===== config.mk =====
export PLATFORM = sky130hd
export DESIGN_NAME = ps2_keyboard_top
export DESIGN_NICKNAME = d
export VERILOG_FILES = /design/src/logic/ps2_pkg.sv /design/src/logic/key_pkg.sv /design/src/logic/ps2_frame_rx.sv /design/src/logic/scan_event_decoder.sv /design/src/logic/key_event_queue.sv /design/src/logic/ps2_keyboard_top.sv
export SDC_FILE = /design/constraint.sdc
export NUM_CORES = 1
export LEC_CHECK = 0
export BUFFER_PORTS_ARGS = -buffer_cell sky130_fd_sc_hd__buf_2
export CAP_MARGIN = 10
export CORE_AREA = 10 10 114 116
export DETAILED_ROUTE_END_ITERATION = 16
export DIE_AREA = 0 0 124 126
export PLACE_DENSITY_LB_ADDON = 0.15
export SLEW_MARGIN = 5
export SYNTH_ARGS = -nofsm -noshare
export SYNTH_HDL_FRONTEND = slang
export SYNTH_SLANG_ARGS = --single-unit

===== constraint.sdc =====
create_clock -name clk -period 4.3 [get_ports clk]
set_clock_uncertainty 0.2 [all_clocks]
set_input_delay 1.075 -clock clk [delete_from_list [all_inputs] [get_ports clk]]
set_output_delay 1.075 -clock clk [all_outputs]
set_load 0.1 [all_outputs]

===== src/logic/ps2_pkg.sv =====
// --------------------------------------
// PS/2 line protocol constants
// Frame layout and receive timeout
// --------------------------------------

package ps2_pkg;

    // Frame is start, 8 data bits LSB first, odd parity, stop
    localparam int FRAME_BITS = 11;     // Bits per frame on the wire

    // Positions in the shift register once the whole frame is in
    localparam int DATA_LSB   = 1;      // First data bit, right after start
    localparam int PARITY_POS = 9;      // Odd parity over bits 1..9

    // --------------------------------------
    // Idle timeout
    // --------------------------------------
    // Keyboard clock runs at 10..16.7 kHz, so a gap this long
    // in the middle of a frame means the frame was cut off
    localparam int RX_TIMEOUT_CYCLES = 2000;    // System clocks without a falling edge
    localparam int RX_TIMER_W = $clog2(RX_TIMEOUT_CYCLES + 1);

endpackage


===== src/logic/key_pkg.sv =====
// --------------------------------------
// Key event constants
// Set 2 prefixes, event queue and credit sizing
// --------------------------------------

package key_pkg;

    // --------------------------------------
    // Scan code set 2 prefix bytes
    // --------------------------------------
    localparam logic [7:0] PREFIX_EXTENDED = 8'hE0;  // Extended key follows
    localparam logic [7:0] PREFIX_RELEASE  = 8'hF0;  // Break code follows

    // --------------------------------------
    // Event FIFO
    // --------------------------------------
    localparam int QUEUE_DEPTH = 8;                     // Stored events
    localparam int QUEUE_PTR_W = $clog2(QUEUE_DEPTH);   // Read and write pointers

    // --------------------------------------
    // Consumer flow control
    // --------------------------------------
    // Consumer starts with this many free slots and never
    // hands back more than it has been given, so the counter
    // never has to hold more than the initial value
    localparam int CONSUMER_CREDITS = 4;
    localparam int CREDIT_W = $clog2(CONSUMER_CREDITS + 1);

endpackage


===== src/logic/ps2_frame_rx.sv =====
// --------------------------------------
// PS/2 frame receiver
// Line synchronizers, falling edge detect,
// 11-bit shifter, frame check, idle timeout
// --------------------------------------

`timescale 1ns/1ns

module ps2_frame_rx (
    input  logic       clk,
    input  logic       rst,
    input  logic       ps2_clk,       // Async from keyboard
    input  logic       ps2_data,      // Async from keyboard
    output logic       byte_valid,    // One-cycle pulse with byte_data
    output logic [7:0] byte_data,
    output logic       frame_error    // One-cycle pulse, bad start/stop/parity
);

    logic clk_meta;                   // First sync stage
    logic clk_sync;                   // Second sync stage
    logic clk_last;                   // Previous clk_sync, for edge detect
    logic data_meta;
    logic data_sync;
    logic clk_fall;

    logic [ps2_pkg::FRAME_BITS-1:0] shreg;     // Bits received so far
    logic [ps2_pkg::FRAME_BITS-1:0] frame;     // Frame including the bit arriving now
    logic [3:0]                     bit_cnt;   // Bits already shifted in
    logic [ps2_pkg::RX_TIMER_W-1:0] idle_timer;
    logic                           last_bit;
    logic                           frame_ok;

    // --------------------------------------
    // Synchronizers
    // --------------------------------------
    // Both lines idle high, so reset to 1 and no false edge comes out of reset
    always_ff @(posedge clk) begin
        if (rst) begin
            clk_meta  <= 1'b1;
            clk_sync  <= 1'b1;
            clk_last  <= 1'b1;
            data_meta <= 1'b1;
            data_sync <= 1'b1;
        end else begin
            clk_meta  <= ps2_clk;
            clk_sync  <= clk_meta;
            clk_last  <= clk_sync;
            data_meta <= ps2_data;
            data_sync <= data_meta;    // Same depth as clock path, stays aligned
        end
    end

    assign clk_fall = clk_last & ~clk_sync;    // Keyboard drives data on the falling edge

    // --------------------------------------
    // Frame assembly and check
    // --------------------------------------
    // LSB first, so the newest bit enters at the top
    assign frame    = {data_sync, shreg[ps2_pkg::FRAME_BITS-1:1]};
    assign last_bit = (bit_cnt == 4'(ps2_pkg::FRAME_BITS - 1));

    // Start low, stop high, odd parity over data plus parity bit
    assign frame_ok = (frame[0] == 1'b0)
                   && (frame[ps2_pkg::FRAME_BITS-1] == 1'b1)
                   && (^frame[ps2_pkg::PARITY_POS:ps2_pkg::DATA_LSB] == 1'b1);

    always_ff @(posedge clk) begin
        if (clk_fall) begin
            shreg <= frame;
        end
        if (clk_fall && last_bit) begin
            byte_data <= frame[ps2_pkg::DATA_LSB +: 8];
        end
    end

    always_ff @(posedge clk) begin
        if (rst) begin
            bit_cnt     <= '0;
            idle_timer  <= '0;
            byte_valid  <= 1'b0;
            frame_error <= 1'b0;
        end else begin
            byte_valid  <= 1'b0;      // Pulses by default
            frame_error <= 1'b0;
            if (clk_fall) begin
                idle_timer <= '0;     // Every edge restarts the timeout
                if (last_bit) begin
                    bit_cnt     <= '0;           // Accept on the 11th edge
                    byte_valid  <= frame_ok;
                    frame_error <= ~frame_ok;
                end else begin
                    bit_cnt <= bit_cnt + 4'd1;
                end
            end else if (bit_cnt != '0) begin
                // Partial frame pending, watch for the keyboard going silent
                if (idle_timer == (ps2_pkg::RX_TIMER_W)'(ps2_pkg::RX_TIMEOUT_CYCLES)) begin
                    bit_cnt    <= '0;            // Drop it quietly, no error pulse
                    idle_timer <= '0;
                end else begin
                    idle_timer <= idle_timer + 1'b1;
                end
            end
        end
    end

endmodule


===== src/logic/scan_event_decoder.sv =====
// --------------------------------------
// Scan code set 2 prefix decoder
// E0/F0 flags, key events, last make code for LEDs
// --------------------------------------

`timescale 1ns/1ns

module scan_event_decoder (
    input  logic       clk,
    input  logic       rst,
    input  logic       byte_valid,
    input  logic [7:0] byte_data,
    input  logic       frame_error,
    output logic       event_valid,      // One-cycle pulse
    output logic [7:0] event_code,
    output logic       event_extended,
    output logic       event_release,
    output logic [7:0] led               // Code of the last make event
);

    logic ext_pending;                   // E0 seen, waiting for the code
    logic rel_pending;                   // F0 seen, waiting for the code
    logic is_ext_prefix;
    logic is_rel_prefix;

    assign is_ext_prefix = (byte_data == key_pkg::PREFIX_EXTENDED);
    assign is_rel_prefix = (byte_data == key_pkg::PREFIX_RELEASE);

    // --------------------------------------
    // Prefix FSM and event strobe
    // --------------------------------------
    always_ff @(posedge clk) begin
        if (rst) begin
            ext_pending <= 1'b0;
            rel_pending <= 1'b0;
            event_valid <= 1'b0;
            led         <= 8'h00;
        end else begin
            event_valid <= 1'b0;
            if (frame_error) begin
                // Lost byte may have been a prefix or a code, start clean
                ext_pending <= 1'b0;
                rel_pending <= 1'b0;
            end else if (byte_valid) begin
                if (is_ext_prefix) begin
                    ext_pending <= 1'b1;
                end else if (is_rel_prefix) begin
                    rel_pending <= 1'b1;         // E0 F0 keeps both set
                end else begin
                    event_valid <= 1'b1;
                    ext_pending <= 1'b0;         // Prefixes belong to this code only
                    rel_pending <= 1'b0;
                    if (!rel_pending) begin
                        led <= byte_data;        // Make events only
                    end
                end
            end
        end
    end

    // Event payload, qualified by event_valid downstream
    always_ff @(posedge clk) begin
        if (byte_valid && !is_ext_prefix && !is_rel_prefix) begin
            event_code     <= byte_data;
            event_extended <= ext_pending;
            event_release  <= rel_pending;
        end
    end

endmodule


===== src/logic/key_event_queue.sv =====
// --------------------------------------
// Key event FIFO with credit-based output
// Drops on full, sends only while credit remains
// --------------------------------------

`timescale 1ns/1ns

module key_event_queue (
    input  logic       clk,
    input  logic       rst,
    input  logic       event_valid,
    input  logic [7:0] event_code,
    input  logic       event_extended,
    input  logic       event_release,
    output logic       key_valid,      // One cycle per delivered event
    output logic [7:0] key_code,
    output logic       key_extended,
    output logic       key_release,
    input  logic       key_credit,     // Consumer hands back one slot
    output logic       key_dropped     // Event arrived with the FIFO full
);

    // Entry layout: {extended, release, code}
    logic [9:0] mem [key_pkg::QUEUE_DEPTH];

    logic [key_pkg::QUEUE_PTR_W-1:0] wr_ptr;
    logic [key_pkg::QUEUE_PTR_W-1:0] rd_ptr;
    logic [key_pkg::QUEUE_PTR_W:0]   count;     // Stored events, one extra bit for full
    logic [key_pkg::CREDIT_W-1:0]    credit;    // Free slots at the consumer

    logic full;
    logic empty;
    logic wr_en;
    logic send;

    assign full  = (count == (key_pkg::QUEUE_PTR_W + 1)'(key_pkg::QUEUE_DEPTH));
    assign empty = (count == '0);
    assign wr_en = event_valid & ~full;         // Write to a full FIFO is lost
    assign send  = ~empty & (credit != '0);

    // --------------------------------------
    // Storage and output register
    // --------------------------------------
    always_ff @(posedge clk) begin
        if (wr_en) begin
            mem[wr_ptr] <= {event_extended, event_release, event_code};
        end
        if (send) begin
            {key_extended, key_release, key_code} <= mem[rd_ptr];
        end
    end

    // --------------------------------------
    // Pointers, occupancy and credit
    // --------------------------------------
    always_ff @(posedge clk) begin
        if (rst) begin
            wr_ptr      <= '0;
            rd_ptr      <= '0;
            count       <= '0;
            credit      <= (key_pkg::CREDIT_W)'(key_pkg::CONSUMER_CREDITS);
            key_valid   <= 1'b0;
            key_dropped <= 1'b0;
        end else begin
            key_valid   <= send;
            key_dropped <= event_valid & full;
            if (wr_en) begin
                wr_ptr <= wr_ptr + 1'b1;            // Depth is a power of two
            end
            if (send) begin
                rd_ptr <= rd_ptr + 1'b1;
            end
            case ({wr_en, send})
                2'b10:   count <= count + 1'b1;
                2'b01:   count <= count - 1'b1;
                default: count <= count;            // Both or neither
            endcase
            // Returned credit and a transfer in one cycle cancel out
            case ({key_credit, send})
                2'b10:   credit <= credit + 1'b1;
                2'b01:   credit <= credit - 1'b1;
                default: credit <= credit;
            endcase
        end
    end

endmodule


===== src/logic/ps2_keyboard_top.sv =====
// --------------------------------------
// PS/2 keyboard subsystem top level
// Receiver, prefix decoder, event queue
// --------------------------------------

`timescale 1ns/1ns

module ps2_keyboard_top (
    input  logic       clk,
    input  logic       rst,
    input  logic       ps2_clk,        // Async keyboard clock
    input  logic       ps2_data,       // Async keyboard data
    output logic       key_valid,
    output logic [7:0] key_code,
    output logic       key_extended,
    output logic       key_release,
    input  logic       key_credit,
    output logic       frame_error,
    output logic       key_dropped,
    output logic [7:0] led
);

    // Receiver to decoder
    logic       byte_valid;
    logic [7:0] byte_data;

    // Decoder to queue
    logic       event_valid;
    logic [7:0] event_code;
    logic       event_extended;
    logic       event_release;

    ps2_frame_rx i_rx (
        .clk         (clk),
        .rst         (rst),
        .ps2_clk     (ps2_clk),
        .ps2_data    (ps2_data),
        .byte_valid  (byte_valid),
        .byte_data   (byte_data),
        .frame_error (frame_error)      // Also goes out as a status pulse
    );

    scan_event_decoder i_decoder (
        .clk            (clk),
        .rst            (rst),
        .byte_valid     (byte_valid),
        .byte_data      (byte_data),
        .frame_error    (frame_error),
        .event_valid    (event_valid),
        .event_code     (event_code),
        .event_extended (event_extended),
        .event_release  (event_release),
        .led            (led)
    );

    key_event_queue i_queue (
        .clk            (clk),
        .rst            (rst),
        .event_valid    (event_valid),
        .event_code     (event_code),
        .event_extended (event_extended),
        .event_release  (event_release),
        .key_valid      (key_valid),
        .key_code       (key_code),
        .key_extended   (key_extended),
        .key_release    (key_release),
        .key_credit     (key_credit),
        .key_dropped    (key_dropped)
    );

endmodule


==> impl.org <==
** Die
- Number of core rows :: 38
- In this run the horizontal extent of the chip is 124 um.
- Core Region :: 10700 sq um
- The die covers 15600 sq um.
- The initial utilization of the core area, before any placement, comes to 0.599.
- From bottom edge to top edge, the die measures 126 um.
- Number of top-level pins :: 26

** Clocking
- Clock tree synthesis inserted a total of 17 buffers.
- Bufs on Longest Clock Path :: 2
- Clock tree from TritonCTS :: done
- # Post-CTS Setup Buffers :: 0
- Skew-Pair Late Insertion Delay :: 0.52 ns
- CTS saw 166 sinks.
- The root buffer cell chosen for the clock tree is sky130_fd_sc_hd__clkbuf_8.
- Number of gates resized after CTS :: 0
- The H-tree was split into 4 levels.
- Clock transition time at the flip-flop clock pins of the worst setup and hold paths :: 0.07 ns
- Number of hold buffers added after cts :: 0

** Logic synthesis
- Synth Net Count :: between 400 and 500
- Number of different library cells in the post-synthesis netlist :: 47
- Synth Cell Area :: 6410 sq um
- Synthesis inferred 166 register bits.
- Cells after synthesis :: 405
- Per-instance average area after synthesis :: 15.8 sq um
- Counting flops with a built-in enable in the synthesized netlist gives 118.
- Asr flop ratio synth :: 0
- Register area share after synthesis :: 0.703
- The Yosys step of the flow raised 0 warnings.
- Most used DFF post-synth :: sky130_fd_sc_hd__edfxtp_1

** Routing
- The final layout contains routed wiring with a total length of 10.4 mm.
- For this run, design rule violations remaining after detail routing come to 0.
- The final route contains 3266 vias.
- Using the TritonRoute via totals, the vias-per-cell ratio works out to 5.52.
- Routed Antenna Nets :: 0
- The first TritonRoute pass finished after 4 iterations.
- Initial DRC count :: 190
- Dividing the detail-routed wire length by the instance count gives 17.6 um.

** Worst setup path
- Endpoint of the most critical setup path :: i_queue.count[2]
- STA puts the critical path data arrival time at 3.08 ns.
- The worst setup path is launched from a flop.
- In this run the register-to-register setup slack is between 1 and 1.5 ns.
- Worst stage delay on the critical path :: 0.50 ns
- Crit-path cells :: nor4_1 > nor2_1 > buf_4 > ha_1 > xor2_1 > ha_1 > a21oi_1 > xor2_1 > or3_1 > a21oi_1
- For the worst setup path, the data required time is approximately 4.5 ns.
- Worst flop-to-flop path startpoint :: i_queue.count[0]
- The largest individual stage delay along the critical path comes from the cell sky130_fd_sc_hd__nor4_1.
- CP max FO :: 14
- The worst setup path is captured at a flop.
- Crit path kind :: flop to flop
- The worst register-to-register path ends at i_queue.count[2].
- CP startpoint :: i_queue.count[0]
- For the worst flop-to-flop path, the logic depth is 10.

** STA
- Slew at the pin closest to its max-slew limit :: roughly 1.1 ns
- The final number of hold-violating endpoints is 0.
- Setup violations remaining at the end of the flow were counted as 0.
- Final period demand of the worst path :: 2.84 ns
- Max-slew headroom :: 0.264
- RSZ-0062 raised after global routing :: false
- Setup TNS :: 0 ns
- Of the available clock period, the critical path in the final layout requires 0.660.
- Min Hold Slack :: 0.213 ns
- Based on the critical path, the design can be clocked at up to 352 MHz.
- The count of pins over their slew limit came to 0.

** Power and ir drop
- Of the total power, the share spent switching nets is 0.322.
- The share of total power dissipated in sequential elements is 0.453.
- Gate power share :: 0.238
- Power dissipated by switching net loads :: 0.00137 W
- The completed layout was analyzed and its total power is 0.00426 W.
- The worst-case IR drop observed on VDD is 0.000339 V.
- Total internal power :: 0.00289 W
- Dividing total power by cell area gives a power density of a little under 600 nW/um^2.
- Of the total power, the clock network draws 0.310.
- The analysis attributes to cell leakage a power of 2.47 nW.

** Placement
- Buffers placed on the I/O ports in this run total 25.
- Summed over all nets, the half-perimeter wirelength after detailed placement is 6.72 mm.
- Final GP Congestion :: between 0.7 and 0.8

** Worst hold path
- The min-delay analysis places its worst path in the category flop to flop.

** GRT
- Vias in the first global route :: ~3300
- The first global-routing pass estimated between 15 and 20 mm of wire.
- For this run, the total global-route usage over all layers was measured as 0.143.
- The initial antenna violation count is 0.
- Final global-route overflow total :: 0
- Pin count of the biggest net entering global routing :: 37

** Layout
- Share of final-layout standard cells stronger than drive strength 1 :: 0.243
- For this run, the post-layout net count is around 460.
- The number of antenna diodes in the final layout is 0.
- Measured on the finished design, the core utilization comes to 0.675.
- Number of fill cells in the layout :: 751
- Area overhead of the layout relative to synthesis :: 12.6%

** Run status
- Outcome :: finished clean

** Flow run
- Number of max-cap violations :: 0
Yosys cell counts (2+ instances only):
cell                       instances  area share
sky130_fd_sc_hd__or2_2             5      0.0049
sky130_fd_sc_hd__mux2_2           11       0.019
sky130_fd_sc_hd__buf_2             3      0.0023
sky130_fd_sc_hd__or4b_1            2      0.0031
sky130_fd_sc_hd__ha_1             11       0.021
sky130_fd_sc_hd__nor3_1           10      0.0078
sky130_fd_sc_hd__nand3_1          11      0.0086
sky130_fd_sc_hd__nand4_1           2      0.0020
sky130_fd_sc_hd__nor3b_1           2      0.0023
sky130_fd_sc_hd__nor2_1           35       0.020
sky130_fd_sc_hd__nand2_1          17       0.010
sky130_fd_sc_hd__inv_1            14      0.0082
sky130_fd_sc_hd__nor4_1            3      0.0029
sky130_fd_sc_hd__xor2_1           11       0.015
sky130_fd_sc_hd__edfxtp_1        118        0.55
sky130_fd_sc_hd__dfxtp_1          48        0.15
sky130_fd_sc_hd__mux4_2           20       0.070
sky130_fd_sc_hd__mux2i_1           7       0.011
sky130_fd_sc_hd__or3b_2            2      0.0027
sky130_fd_sc_hd__clkbuf_1          8      0.0047
sky130_fd_sc_hd__a21oi_2           2      0.0027
sky130_fd_sc_hd__xnor2_1          13       0.018
sky130_fd_sc_hd__a21oi_1          13       0.010
sky130_fd_sc_hd__or3_1             4      0.0039
sky130_fd_sc_hd__o21ai_0           8      0.0062
sky130_fd_sc_hd__nand2b_1          4      0.0039
power by group through the flow:
stage	logic (W)	clock network (W)	registers, W
floorplan	0.000544	0	0.00226
global placement	0.000999	0	0.00196
detailed placement	0.00102	0	0.00196
CTS	0.00103	0.00135	0.00193
global route	0.00110	0.00142	0.00195
finish	0.00101	0.00132	0.00193
per-layer routing:
metal	wire, um	part of all wire	GRT usage
met5	0	0	0
met4	134	0.013	0.0583
met3	409	0.039	0.0429
met2	5530	0.53	0.232
met1	4370	0.42	0.173
placed cells by master (no fill, tap or decap), drive strengths merged, types with 7 or more instances in the layout:
master and instances:
ha 11, o21ai 8, nor3 10, dfxtp 48, mux2i 7, nand2 18
a21oi 15, xnor2 13, xor2 11, edfxtp 118, nand3 11, buf 28
mux2 11, nor2 35, inv 19, clkinv 7, mux4 20, clkbuf 19
final cells by class:
cell class	count	area, sq um	area share
inverter	14	52.6	0.00728
tap	140	175	0.0243
timing repair buffer	28	148	0.0204
clock buffer	19	422	0.0584
clock inverter	13	101	0.0140
sequential	166	4500	0.624
multi-input combinational	212	1820	0.252
stage by stage:
step	instance area, sq um	instances	setup slack, ns
finish	7220	592	1.46
global route	7220	592	1.21
CTS	7220	592	1.42
detailed placement	6700	560	1.39
global placement	6700	560	1.46
floorplan	6410	405	1.31
worst min path at each step:
stage	startpoint	slack (ns)	cells after the start	endpoint
CTS	i_rx.data_meta	0.22	1	i_rx.data_sync
global route	i_rx.clk_meta	0.22	1	i_rx.clk_sync
floorplan	i_rx.clk_meta	0.19	1	i_rx.clk_sync
finish	i_rx.data_meta	0.21	1	i_rx.data_sync
global placement	i_rx.clk_meta	0.20	1	i_rx.clk_sync
detailed placement	i_rx.data_meta	0.20	1	i_rx.data_sync
critical path, delay by kind of cell (launching register included):
kind / cells / cell delay (ns)
flip-flops: 1 / 0.36
AND/OR/NAND/NOR: 3 / 0.94
buffers and inverters: 1 / 0.23
AO/OA/AOI/OAI: 2 / 0.30
XOR/XNOR: 2 / 0.27
adder cells (fa/ha/maj): 2 / 0.46
flip-flops by register name (all words and copies together) (netlist names), 3 cells and up:
signal and flops:
i_rx.bit_cnt 4, i_queue.count 4, i_rx.idle_timer 11, i_queue.key_code 8
i_queue.mem 80, i_queue.wr_ptr 3, i_decoder.event_code 8, i_rx.byte_data 8
i_decoder.led 8, i_queue.credit 3, i_rx.shreg 10, i_queue.rd_ptr 3
cell families (layout without fill, tap and decap cells):
kind of cell               Yosys count  in the layout  share of synthesized area
muxes                               38             38                      0.101
DFF                                166            166                      0.703
buffers and inverters               27             74                     0.0178
adders and majority gates           12             12                     0.0246
AOI/OAI and AO/OA                   27             27                     0.0248
and+or+nand+nor                    110            110                     0.0933
xor gates and xnor gates            25             25                     0.0363
Power figures use the tool's default switching activity.
